$ cat config.mk
export PLATFORM = sky130hd
export DESIGN_NAME = i2f_apb_top
export DESIGN_NICKNAME = d
export VERILOG_FILES = /design/src/i2f_cfg_pkg.sv /design/src/fp_types_pkg.sv /design/src/lzc_versacore.sv /design/src/int_normalizer.sv /design/src/fp_rounder.sv /design/src/i2f_apb_regs.sv /design/src/i2f_apb_top.sv
export SDC_FILE = /design/constraint.sdc
export NUM_CORES = 1
export LEC_CHECK = 0
export ABC_AREA = 0
export BUFFER_PORTS_ARGS = -buffer_cell sky130_fd_sc_hd__buf_2
export CORE_AREA = 2 2 143 145
export CTS_CLUSTER_SIZE = 12
export DETAILED_ROUTE_END_ITERATION = 6
export DIE_AREA = 0 0 145 147
export PLACE_DENSITY = 0.68
export SLEW_MARGIN = 20
export SYNTH_ARGS = -nofsm -noshare
export SYNTH_HDL_FRONTEND = slang
export SYNTH_SLANG_ARGS = --single-unit
$ cat constraint.sdc
create_clock -name clk -period 6.27 [get_ports clk]
set_input_delay 1.254 -clock clk [delete_from_list [all_inputs] [get_ports clk]]
set_output_delay 1.254 -clock clk [all_outputs]
set_load 0.02 [all_outputs]
$ cat src/i2f_cfg_pkg.sv
// integer-to-float APB peripheral configuration: register map, CTRL and SCAN layout
package i2f_cfg_pkg;

  // integer width used when the top level is not overridden
  localparam int unsigned int_width_dflt = 32;

  // byte offsets of the four registers within the 16-byte window
  localparam logic [3:0] addr_operand = 4'h0;
  localparam logic [3:0] addr_ctrl    = 4'h4;
  localparam logic [3:0] addr_result  = 4'h8;
  localparam logic [3:0] addr_scan    = 4'hC;

  // CTRL holds a single mode bit
  // when it is set the operand is read as two's complement
  localparam int unsigned ctrl_signed_bit = 0;

  // each count field in SCAN is six bits wide
  // this leaves room for integer widths up to 64
  localparam int unsigned scan_cnt_width = 6;

  // leading-zero count of the magnitude occupies bits 5:0
  localparam int unsigned scan_lz_lsb = 0;

  // trailing-zero count of the magnitude occupies bits 13:8
  localparam int unsigned scan_tz_lsb = 8;

  // set when the operand was zero, both counts then read as width minus one
  localparam int unsigned scan_zero_bit = 16;

  // set when rounding dropped nonzero bits
  localparam int unsigned scan_inexact_bit = 17;

endpackage

$ cat src/fp_types_pkg.sv
// IEEE-754 single-precision format: field widths, exponent bias and word views
package fp_types_pkg;

  // biased exponent field width
  localparam int unsigned exp_width = 8;

  // stored fraction width, the hidden one is not part of it
  localparam int unsigned frac_width = 23;

  // exponent bias, a value of 1.0 carries exponent 127
  localparam int unsigned exp_bias = 127;

  // the three fields in the order they sit in the word, sign on top
  typedef struct packed {
    logic                  sign;
    logic [exp_width-1:0]  exponent;
    logic [frac_width-1:0] fraction;
  } fp32_fields_t;

  // one result word seen two ways
  // the rounder builds it field by field
  // the register block and bus only ever see the raw bits
  typedef union packed {
    logic [31:0]  raw;
    fp32_fields_t fields;
  } fp32_word_u;

endpackage

$ cat src/lzc_versacore.sv
// zero counter from the LSB or the MSB, built as a binary selection tree
`timescale 1ns/100ps

module lzc_versacore #(
  parameter int unsigned WIDTH = 2,
  parameter bit          MODE  = 1'b0
) (
  input  logic [WIDTH-1:0]         in,
  output logic [$clog2(WIDTH)-1:0] cnt,
  output logic                     empty
);

  // depth of the tree, one level per index bit
  localparam int unsigned levels = $clog2(WIDTH);
  localparam int unsigned nodes  = 2 ** levels;
  // keep the index storage at least one bit wide for the degenerate case
  localparam int unsigned iw     = (levels > 0) ? levels : 1;
  // a full tree has nodes-1 entries, a single bit still needs one
  localparam int unsigned heap   = (levels > 0) ? nodes - 1 : 1;

  logic [WIDTH-1:0]         vec;
  logic [heap-1:0]          sel;
  logic [heap-1:0][iw-1:0]  idx;

  // a zero-width vector cannot be counted at all
  if (WIDTH < 1) begin : g_bad_width
    $fatal(1, "lzc_versacore needs WIDTH of at least one");
  end

  // in leading mode the vector is mirrored, so both modes search from bit 0
  always_comb begin
    for (int unsigned i = 0; i < WIDTH; i++) begin
      vec[i] = MODE ? in[WIDTH-1-i] : in[i];
    end
  end

  // nodes are stored heap style, node n has children 2n+1 and 2n+2
  // each node reports whether its subtree holds a set bit and the lowest such index
  for (genvar lv = 0; lv < levels; lv++) begin : g_lvl
    for (genvar k = 0; k < 2 ** lv; k++) begin : g_node
      localparam int unsigned n = 2 ** lv - 1 + k;
      if (lv == levels - 1) begin : g_leaf
        if (2 * k + 1 < WIDTH) begin : g_pair
          // the lower bit wins, otherwise point at the upper one
          assign sel[n] = vec[2*k] | vec[2*k+1];
          assign idx[n] = vec[2*k] ? iw'(2 * k) : iw'(2 * k + 1);
        end else if (2 * k < WIDTH) begin : g_single
          assign sel[n] = vec[2*k];
          assign idx[n] = iw'(2 * k);
        end else begin : g_pad
          // padding leaf beyond the input width never wins
          assign sel[n] = 1'b0;
          assign idx[n] = '0;
        end
      end else begin : g_inner
        localparam int unsigned c = 2 * n + 1;
        // prefer the left subtree, it covers the lower positions
        assign sel[n] = sel[c] | sel[c+1];
        assign idx[n] = sel[c] ? idx[c] : idx[c+1];
      end
    end
  end

  // a single-bit input has no tree, its only node is the bit itself
  if (levels == 0) begin : g_root
    assign sel[0] = vec[0];
    assign idx[0] = '0;
  end

  // an all-zero input follows the rightmost path and yields WIDTH-1 for power-of-two widths
  assign cnt   = idx[0];
  assign empty = ~sel[0];

endmodule

$ cat src/int_normalizer.sv
// conversion stage one: magnitude, zero counts and left normalization of the operand
`timescale 1ns/100ps

module int_normalizer #(
  parameter int unsigned INT_WIDTH = 32
) (
  input  logic                         clk,
  input  logic                         arst_n,
  input  logic                         start,
  input  logic [INT_WIDTH-1:0]         operand,
  input  logic                         is_signed,
  output logic                         s1_valid,
  output logic                         s1_sign,
  output logic [INT_WIDTH-1:0]         s1_mag_norm,
  output logic [$clog2(INT_WIDTH)-1:0] s1_lz,
  output logic [$clog2(INT_WIDTH)-1:0] s1_tz,
  output logic                         s1_zero
);

  localparam int unsigned lz_w = $clog2(INT_WIDTH);

  logic                 neg;
  logic [INT_WIDTH-1:0] mag;
  logic [lz_w-1:0]      lead_cnt;
  logic [lz_w-1:0]      trail_cnt;
  logic                 mag_zero;

  // only a signed operand with its top bit set is negative
  assign neg = is_signed & operand[INT_WIDTH-1];

  // two's complement negation, the most negative value maps onto 2^(INT_WIDTH-1)
  assign mag = neg ? -operand : operand;

  // leading zeros give the normalizing shift distance
  lzc_versacore #(
    .WIDTH (INT_WIDTH),
    .MODE  (1'b1)
  ) u_lzc_lead (
    .in    (mag),
    .cnt   (lead_cnt),
    .empty (mag_zero)
  );

  // trailing zeros only feed the scan register
  lzc_versacore #(
    .WIDTH (INT_WIDTH),
    .MODE  (1'b0)
  ) u_lzc_trail (
    .in    (mag),
    .cnt   (trail_cnt),
    .empty ()
  );

  // valid follows start by one edge, there is no stall inside the pipeline
  always_ff @(posedge clk or negedge arst_n) begin
    if (!arst_n) begin
      s1_valid <= 1'b0;
    end else begin
      s1_valid <= start;
    end
  end

  // payload is captured only when a new operand arrives
  always_ff @(posedge clk) begin
    if (start) begin
      s1_sign     <= neg;
      s1_mag_norm <= mag << lead_cnt;
      s1_lz       <= lead_cnt;
      s1_tz       <= trail_cnt;
      s1_zero     <= mag_zero;
    end
  end

  // the counter and the shifter together must land the top set bit in the MSB
  a_norm_msb : assert property (
    @(posedge clk) disable iff (!arst_n)
    (s1_valid && !s1_zero) |-> s1_mag_norm[INT_WIDTH-1]
  );

endmodule

$ cat src/fp_rounder.sv
// conversion stage two: exponent, round to nearest even and fp32 packing
`timescale 1ns/100ps

module fp_rounder #(
  parameter int unsigned INT_WIDTH = 32
) (
  input  logic                         clk,
  input  logic                         arst_n,
  input  logic                         s1_valid,
  input  logic                         s1_sign,
  input  logic [INT_WIDTH-1:0]         s1_mag_norm,
  input  logic [$clog2(INT_WIDTH)-1:0] s1_lz,
  input  logic [$clog2(INT_WIDTH)-1:0] s1_tz,
  input  logic                         s1_zero,
  output logic                         result_valid,
  output fp_types_pkg::fp32_word_u     result,
  output logic                         inexact,
  output logic                         res_zero,
  output logic [$clog2(INT_WIDTH)-1:0] res_lz,
  output logic [$clog2(INT_WIDTH)-1:0] res_tz
);

  localparam int unsigned frac_w = fp_types_pkg::frac_width;
  localparam int unsigned exp_w  = fp_types_pkg::exp_width;
  // bits below the hidden one, padded so guard and sticky always exist
  localparam int unsigned ext_w  = INT_WIDTH - 1 + frac_w + 2;

  logic [ext_w-1:0]         ext;
  logic [frac_w-1:0]        frac_trunc;
  logic                     guard;
  logic                     sticky;
  logic                     round_up;
  logic [frac_w:0]          frac_rnd;
  logic [exp_w-1:0]         exp_base;
  logic [exp_w-1:0]         exp_final;
  fp_types_pkg::fp32_word_u packed_word;

  // drop the hidden one and left-align what remains
  assign ext        = {s1_mag_norm[INT_WIDTH-2:0], {(frac_w + 2){1'b0}}};
  assign frac_trunc = ext[ext_w-1 -: frac_w];
  assign guard      = ext[ext_w-1-frac_w];
  assign sticky     = |ext[ext_w-2-frac_w:0];

  // round up above the halfway point, and on a tie only if the kept LSB is odd
  assign round_up = guard & (sticky | frac_trunc[0]);
  assign frac_rnd = {1'b0, frac_trunc} + {{frac_w{1'b0}}, round_up};

  // the top set bit sits at position INT_WIDTH-1-lz of the original magnitude
  assign exp_base  = exp_w'(fp_types_pkg::exp_bias + INT_WIDTH - 1 - s1_lz);
  // a carry out of the fraction leaves it all zero and bumps the exponent
  assign exp_final = exp_base + {{(exp_w - 1){1'b0}}, frac_rnd[frac_w]};

  // zero has no hidden one, so it bypasses the packing and reads as +0
  always_comb begin
    if (s1_zero) begin
      packed_word.raw = '0;
    end else begin
      packed_word.fields.sign     = s1_sign;
      packed_word.fields.exponent = exp_final;
      packed_word.fields.fraction = frac_rnd[frac_w-1:0];
    end
  end

  // result_valid is a single-cycle strobe one edge after s1_valid
  always_ff @(posedge clk or negedge arst_n) begin
    if (!arst_n) begin
      result_valid <= 1'b0;
    end else begin
      result_valid <= s1_valid;
    end
  end

  // the counts ride along unchanged for the scan register
  always_ff @(posedge clk) begin
    if (s1_valid) begin
      result   <= packed_word;
      inexact  <= guard | sticky;
      res_zero <= s1_zero;
      res_lz   <= s1_lz;
      res_tz   <= s1_tz;
    end
  end

  // an integer never converts to a denormal, an infinity or a NaN
  a_exp_range : assert property (
    @(posedge clk) disable iff (!arst_n)
    (result_valid && !res_zero) |->
      (result.fields.exponent != '0) && (result.fields.exponent != '1)
  );

endmodule

$ cat src/i2f_apb_regs.sv
// APB3 register block of the converter: operand, control, result and scan registers
`timescale 1ns/100ps

module i2f_apb_regs (
  input  logic                                        clk,
  input  logic                                        arst_n,
  input  logic [3:0]                                  paddr,
  input  logic                                        psel,
  input  logic                                        penable,
  input  logic                                        pwrite,
  input  logic [31:0]                                 pwdata,
  output logic [31:0]                                 prdata,
  output logic                                        pready,
  output logic                                        pslverr,
  output logic                                        start,
  output logic [31:0]                                 operand,
  output logic                                        is_signed,
  input  logic                                        busy_s1,
  input  logic                                        result_valid,
  input  fp_types_pkg::fp32_word_u                    result,
  input  logic                                        inexact,
  input  logic                                        res_zero,
  input  logic [i2f_cfg_pkg::scan_cnt_width-1:0]      res_lz,
  input  logic [i2f_cfg_pkg::scan_cnt_width-1:0]      res_tz
);

  localparam int unsigned cnt_w = i2f_cfg_pkg::scan_cnt_width;

  logic        access;
  logic        hit_op;
  logic        hit_ctrl;
  logic        hit_res;
  logic        hit_scan;
  logic        bad;
  logic        rd_stall;
  logic        wr_done;
  logic [31:0] operand_q;
  logic        ctrl_signed_q;
  logic [31:0] result_q;
  logic [31:0] scan_q;
  logic [31:0] scan_word;

  // access phase of an APB transfer
  assign access   = psel & penable;
  assign hit_op   = (paddr == i2f_cfg_pkg::addr_operand);
  assign hit_ctrl = (paddr == i2f_cfg_pkg::addr_ctrl);
  assign hit_res  = (paddr == i2f_cfg_pkg::addr_result);
  assign hit_scan = (paddr == i2f_cfg_pkg::addr_scan);

  // unmapped offsets and writes to the read-only pair are rejected
  assign bad = ~(hit_op | hit_ctrl | hit_res | hit_scan) | (pwrite & (hit_res | hit_scan));

  // result reads wait while anything is still in flight
  // so they always return the newest conversion
  assign rd_stall = ~pwrite & (hit_res | hit_scan) & (busy_s1 | result_valid | start);

  assign pready  = access & ~rd_stall;
  assign pslverr = access & bad;

  // writes never stall, so the access phase is also the completing cycle
  assign wr_done = access & pwrite & ~bad;

  // stage one samples pwdata on the same edge that completes the write
  assign start     = wr_done & hit_op;
  assign operand   = pwdata;
  assign is_signed = ctrl_signed_q;

  // SCAN layout comes from the configuration package, unused bits read zero
  always_comb begin
    scan_word = '0;
    scan_word[i2f_cfg_pkg::scan_lz_lsb +: cnt_w] = res_lz;
    scan_word[i2f_cfg_pkg::scan_tz_lsb +: cnt_w] = res_tz;
    scan_word[i2f_cfg_pkg::scan_zero_bit]        = res_zero;
    scan_word[i2f_cfg_pkg::scan_inexact_bit]     = inexact;
  end

  always_ff @(posedge clk or negedge arst_n) begin
    if (!arst_n) begin
      operand_q     <= '0;
      ctrl_signed_q <= 1'b0;
      result_q      <= '0;
      scan_q        <= '0;
    end else begin
      if (start) begin
        operand_q <= pwdata;
      end
      if (wr_done && hit_ctrl) begin
        ctrl_signed_q <= pwdata[i2f_cfg_pkg::ctrl_signed_bit];
      end
      // each conversion lands here exactly once, on its result_valid strobe
      if (result_valid) begin
        result_q <= result.raw;
        scan_q   <= scan_word;
      end
    end
  end

  // read data is a plain mux, a rejected read returns zero
  always_comb begin
    prdata = '0;
    if (hit_op) begin
      prdata = operand_q;
    end else if (hit_ctrl) begin
      prdata[i2f_cfg_pkg::ctrl_signed_bit] = ctrl_signed_q;
    end else if (hit_res) begin
      prdata = result_q;
    end else if (hit_scan) begin
      prdata = scan_q;
    end
  end

  // the slave only answers inside an access phase
  a_resp_in_access : assert property (
    @(posedge clk) disable iff (!arst_n)
    (pready || pslverr) |-> (psel && penable)
  );

  // the two-stage pipeline drains in at most two cycles, so a stall is short
  a_stall_bounded : assert property (
    @(posedge clk) disable iff (!arst_n)
    (access && rd_stall) |-> ##[1:2] pready
  );

endmodule

$ cat src/i2f_apb_top.sv
// top level of the APB integer-to-float converter, register block plus two pipeline stages
`timescale 1ns/100ps

module i2f_apb_top #(
  parameter int unsigned INT_WIDTH = i2f_cfg_pkg::int_width_dflt
) (
  input  logic        clk,
  input  logic        arst_n,
  input  logic [3:0]  paddr,
  input  logic        psel,
  input  logic        penable,
  input  logic        pwrite,
  input  logic [31:0] pwdata,
  output logic [31:0] prdata,
  output logic        pready,
  output logic        pslverr
);

  localparam int unsigned lz_w  = $clog2(INT_WIDTH);
  localparam int unsigned cnt_w = i2f_cfg_pkg::scan_cnt_width;

  // launch from the register block
  logic                     start;
  logic [31:0]              operand;
  logic                     is_signed;

  // stage one to stage two
  logic                     s1_valid;
  logic                     s1_sign;
  logic [INT_WIDTH-1:0]     s1_mag_norm;
  logic [lz_w-1:0]          s1_lz;
  logic [lz_w-1:0]          s1_tz;
  logic                     s1_zero;

  // stage two back to the register block
  logic                     result_valid;
  fp_types_pkg::fp32_word_u result;
  logic                     inexact;
  logic                     res_zero;
  logic [lz_w-1:0]          res_lz;
  logic [lz_w-1:0]          res_tz;

  i2f_apb_regs u_regs (
    .clk          (clk),
    .arst_n       (arst_n),
    .paddr        (paddr),
    .psel         (psel),
    .penable      (penable),
    .pwrite       (pwrite),
    .pwdata       (pwdata),
    .prdata       (prdata),
    .pready       (pready),
    .pslverr      (pslverr),
    .start        (start),
    .operand      (operand),
    .is_signed    (is_signed),
    .busy_s1      (s1_valid),
    .result_valid (result_valid),
    .result       (result),
    .inexact      (inexact),
    .res_zero     (res_zero),
    // counts are zero-extended into the six-bit SCAN fields
    .res_lz       (cnt_w'(res_lz)),
    .res_tz       (cnt_w'(res_tz))
  );

  // only the low INT_WIDTH bits of the bus word form the integer
  int_normalizer #(
    .INT_WIDTH (INT_WIDTH)
  ) u_norm (
    .clk         (clk),
    .arst_n      (arst_n),
    .start       (start),
    .operand     (operand[INT_WIDTH-1:0]),
    .is_signed   (is_signed),
    .s1_valid    (s1_valid),
    .s1_sign     (s1_sign),
    .s1_mag_norm (s1_mag_norm),
    .s1_lz       (s1_lz),
    .s1_tz       (s1_tz),
    .s1_zero     (s1_zero)
  );

  fp_rounder #(
    .INT_WIDTH (INT_WIDTH)
  ) u_round (
    .clk          (clk),
    .arst_n       (arst_n),
    .s1_valid     (s1_valid),
    .s1_sign      (s1_sign),
    .s1_mag_norm  (s1_mag_norm),
    .s1_lz        (s1_lz),
    .s1_tz        (s1_tz),
    .s1_zero      (s1_zero),
    .result_valid (result_valid),
    .result       (result),
    .inexact      (inexact),
    .res_zero     (res_zero),
    .res_lz       (res_lz),
    .res_tz       (res_tz)
  );

endmodule

==> flow_metrics.env <==
export IMPL_status="finished clean"
export IMPL_setup_tns_ns=0
export IMPL_initial_core_util=0.5366
export IMPL_slew_violations=0
export IMPL_avgSynthCellArea_um2=10.21
export IMPL_drive_above_1_share=0.2560
export IMPL_synth_main_ff_cell="edfxtp_1"
export IMPL_clk_path_buf_depth=2
export IMPL_cts_inserted_buffers=17
export IMPL_min_path_type="reg -> reg"
export IMPL_rsz0062_at_grt="false"
export IMPL_grt_antenna_before_repair=0
export IMPL_grt_overflow=0
export IMPL_io_buffer_count=74
export IMPL_yosysSeqAreaShare=0.4310
export IMPL_firstDrtPassIters=6
export IMPL_drv_cap=0
export IMPL_numClockSinks=166
export IMPL_ir_drop_uv=153.0
export IMPL_area_growth_syn_to_layout_pct=12.17
export IMPL_grt_pass1_wl_um=53160
export IMPL_cts_tree="built"
export IMPL_synth_nets=1089
export IMPL_setup_worst_path_class="in -> reg"
export IMPL_grt_pass1_vias=8684
export IMPL_grt_max_degree=80
export IMPL_rrSetupSlack_ns=1.50
export IMPL_antenna_cells=0
export IMPL_die_width_um=145
export IMPL_finalWorstPathRequiredPeriod_ns=5.653
export IMPL_grt_util_all_layers=0.3262
export IMPL_vias=9196
export IMPL_timing_final_hold_violations=0
export IMPL_dp_hpwl_um=25760
export IMPL_ys_ff_latch=166
export IMPL_tightest_slew_ns=1.195
export IMPL_clk_pin_slew_ns=0.07
export IMPL_place_congestion=0.9851
export IMPL_synthTopCellsByArea="edfxtp_1 (25%), dfrtp_1 (19%), mux2_2 (9.2%)"
export IMPL_ys_types=92
export IMPL_final_setup_viol_count=0
export IMPL_ys_warnings_count=0
export IMPL_clock_root_buffer="clkbuf_16"
export IMPL_layout_common_cells="nor2_1 (89), mux2_2 (87), edfxtp_1 (87), dfrtp_1 (77)"
export IMPL_fin_nets=1154
export IMPL_nFillCells=1728
export IMPL_core_area_mm2=0.01984
export IMPL_die_height_um=147
export IMPL_cp_max_fo=22
export IMPL_wl_per_cell_um=25.02
export IMPL_ios=75
export IMPL_powerDensity_mw_per_mm2=245.1
export IMPL_synth_top_cell_area_share=0.2454
export IMPL_drcViolationCount=0
export IMPL_relSlewSlack=0.1946
export IMPL_skew_ns=0.01023
export IMPL_critPathRequiredTime_ns=6.57
export IMPL_first_iter_violations=1166
export IMPL_die_area_mm2=0.02132
export IMPL_cp_end_kind="flip-flop"
export IMPL_holdBufCountCts=0
export IMPL_cts_setup_buffers=0
export IMPL_synthCells=1043
export IMPL_final_core_util=0.6019
export IMPL_synth_async_reset_ratio=0.4759
export IMPL_finalCritPeriodShare=0.9017
export IMPL_start_kind="primary input"
export IMPL_yosysTopAreaCell="edfxtp_1"
export IMPL_ant_nets=0
export IMPL_cts_resized=0
export IMPL_p_leak_nw=4.595
export IMPL_cp_arrival_ns=5.95
export IMPL_synth_edf_count=87
export IMPL_via_per_inst=6.611
export IMPL_clk_latency_ns=0.43
export IMPL_rows=52
export IMPL_cts_max_level=4
export IMPL_layout_commonest_cell="nor2_1"
export IMPL_synth_area_mm2=0.01065
export IMPL_drt_wl_total_um=34800
export IMPL_fmax_mhz=176.9
-- critical path, cell delays in order --
cell       delay (ns)
buf_2            0.10
inv_1            0.22
ha_1             0.37
or4b_4           0.56
a2111oi_0        0.42
o211ai_1         0.21
a211oi_1         0.38
and4_1           0.40
a311oi_2         0.20
a211oi_2         0.29
nor2_4           0.08
inv_1            0.07
buf_4            0.27
mux2_2           0.43
o22a_1           0.22
a221oi_2         0.29
a221o_1          0.18
-- cells in the mapped netlist, types with 12 or more instances --
master and number:
nor3_1 27, a221oi_1 14, o211ai_1 28, o21ai_0 56
nand3_1 34, mux2i_1 13, inv_1 13, clkbuf_1 44
dfrtp_1 79, a21oi_1 49, nand2_1 73, a22o_1 22
a211oi_1 17, a31oi_1 14, nor2_1 89, nand4_1 12
edfxtp_1 87, buf_2 15, xor2_1 31, xnor2_1 30
mux2_2 87
-- cell families (layout without fill, tap and decap cells) --
logic type	count (synthesis)	in the layout	synth area share
compound gates	303	303	0.2055
simple gates	312	312	0.1531
fa+ha+maj	5	5	0.005875
mux	105	105	0.1127
xor+xnor	63	63	0.05323
buf+inv	89	167	0.03854
flops	166	166	0.4310
-- stage by stage --
stage / setup slack, ns / hold WS (ns) / total power, mW / cells / area (µm²)
final: 0.6166 / 0.4136 / 2.928 / 1391 / 11940
after global routing: 0.3686 / 0.4358 / 3.029 / 1391 / 11940
after CTS: 0.7062 / 0.4153 / 2.923 / 1391 / 11940
after detailed placement: 0.2824 / 0.4045 / 1.910 / 1359 / 11360
after global placement: 0.2576 / 0.4031 / 1.910 / 1359 / 11360
after floorplan: 1.055 / 0.4003 / 1.695 / 1043 / 10650
-- registers in the layout, indices dropped and copies added, names as in the netlist --
register,count
u_round.res_zero,1
u_norm.s1_tz,5
u_norm.s1_valid,1
u_round.inexact,1
u_norm.s1_mag_norm,31
u_norm.s1_sign,1
u_regs.scan_q,12
u_regs.operand_q,32
u_regs.is_signed,1
u_regs.result_q,32
u_round.result_valid,1
u_norm.s1_zero,1
u_norm.s1_lz,5
u_round.result,32
u_round.res_lz,5
u_round.res_tz,5
-- cell type report --
cell class	count	area, µm²	area share
Inverter	16	65.06	0.005447
Tap cell	270	337.8	0.02828
Multi-Input combinational cell	788	5650	0.4731
Timing Repair Buffer	119	714.4	0.05982
Clock inverter	14	155.1	0.01299
Clock buffer	18	429.2	0.03593
Sequential cell	166	4592	0.3845
-- power by group --
group	leakage, nW	internal (mW)	switching, mW	total [mW]
Combinational	2.46	0.244	0.403	0.647
Clock	0.286	0.534	0.483	1.02
Sequential	1.84	1.22	0.0480	1.26
-- layer usage --
layer | part of all wire | up-vias | GRT usage | wire length [µm]
met1 | 0.42 | 4510 | 0.4458 | 14590
li1 | - | 4124 | - | -
met2 | 0.48 | 502 | 0.5402 | 16580
met5 | 0 | - | 0 | 0
met3 | 0.080 | 60 | 0.05870 | 2773
met4 | 0.024 | 0 | 0.08663 | 850
-- worst paths after layout --
check,from,end,cells past startpoint
worst min-delay path,u_norm.s1_tz[2]$_DFFE_PP_,u_round.res_tz[2]$_DFFE_PP_,0
max in group asynchronous,arst_n,u_regs.operand_q[14]$_DFFE_PN0P_,1
min in group asynchronous,arst_n,u_regs.result_q[30]$_DFFE_PN0P_,1
worst max-delay path,pwdata[0],u_norm.s1_mag_norm[29]$_DFFE_PP_,17
worst min register to register,u_norm.s1_tz[2]$_DFFE_PP_,u_round.res_tz[2]$_DFFE_PP_,0
worst max register to register,u_regs.is_signed$_DFFE_PN0P_,u_norm.s1_mag_norm[20]$_DFFE_PP_,14
Note: power is estimated with default switching activity, not from simulation.
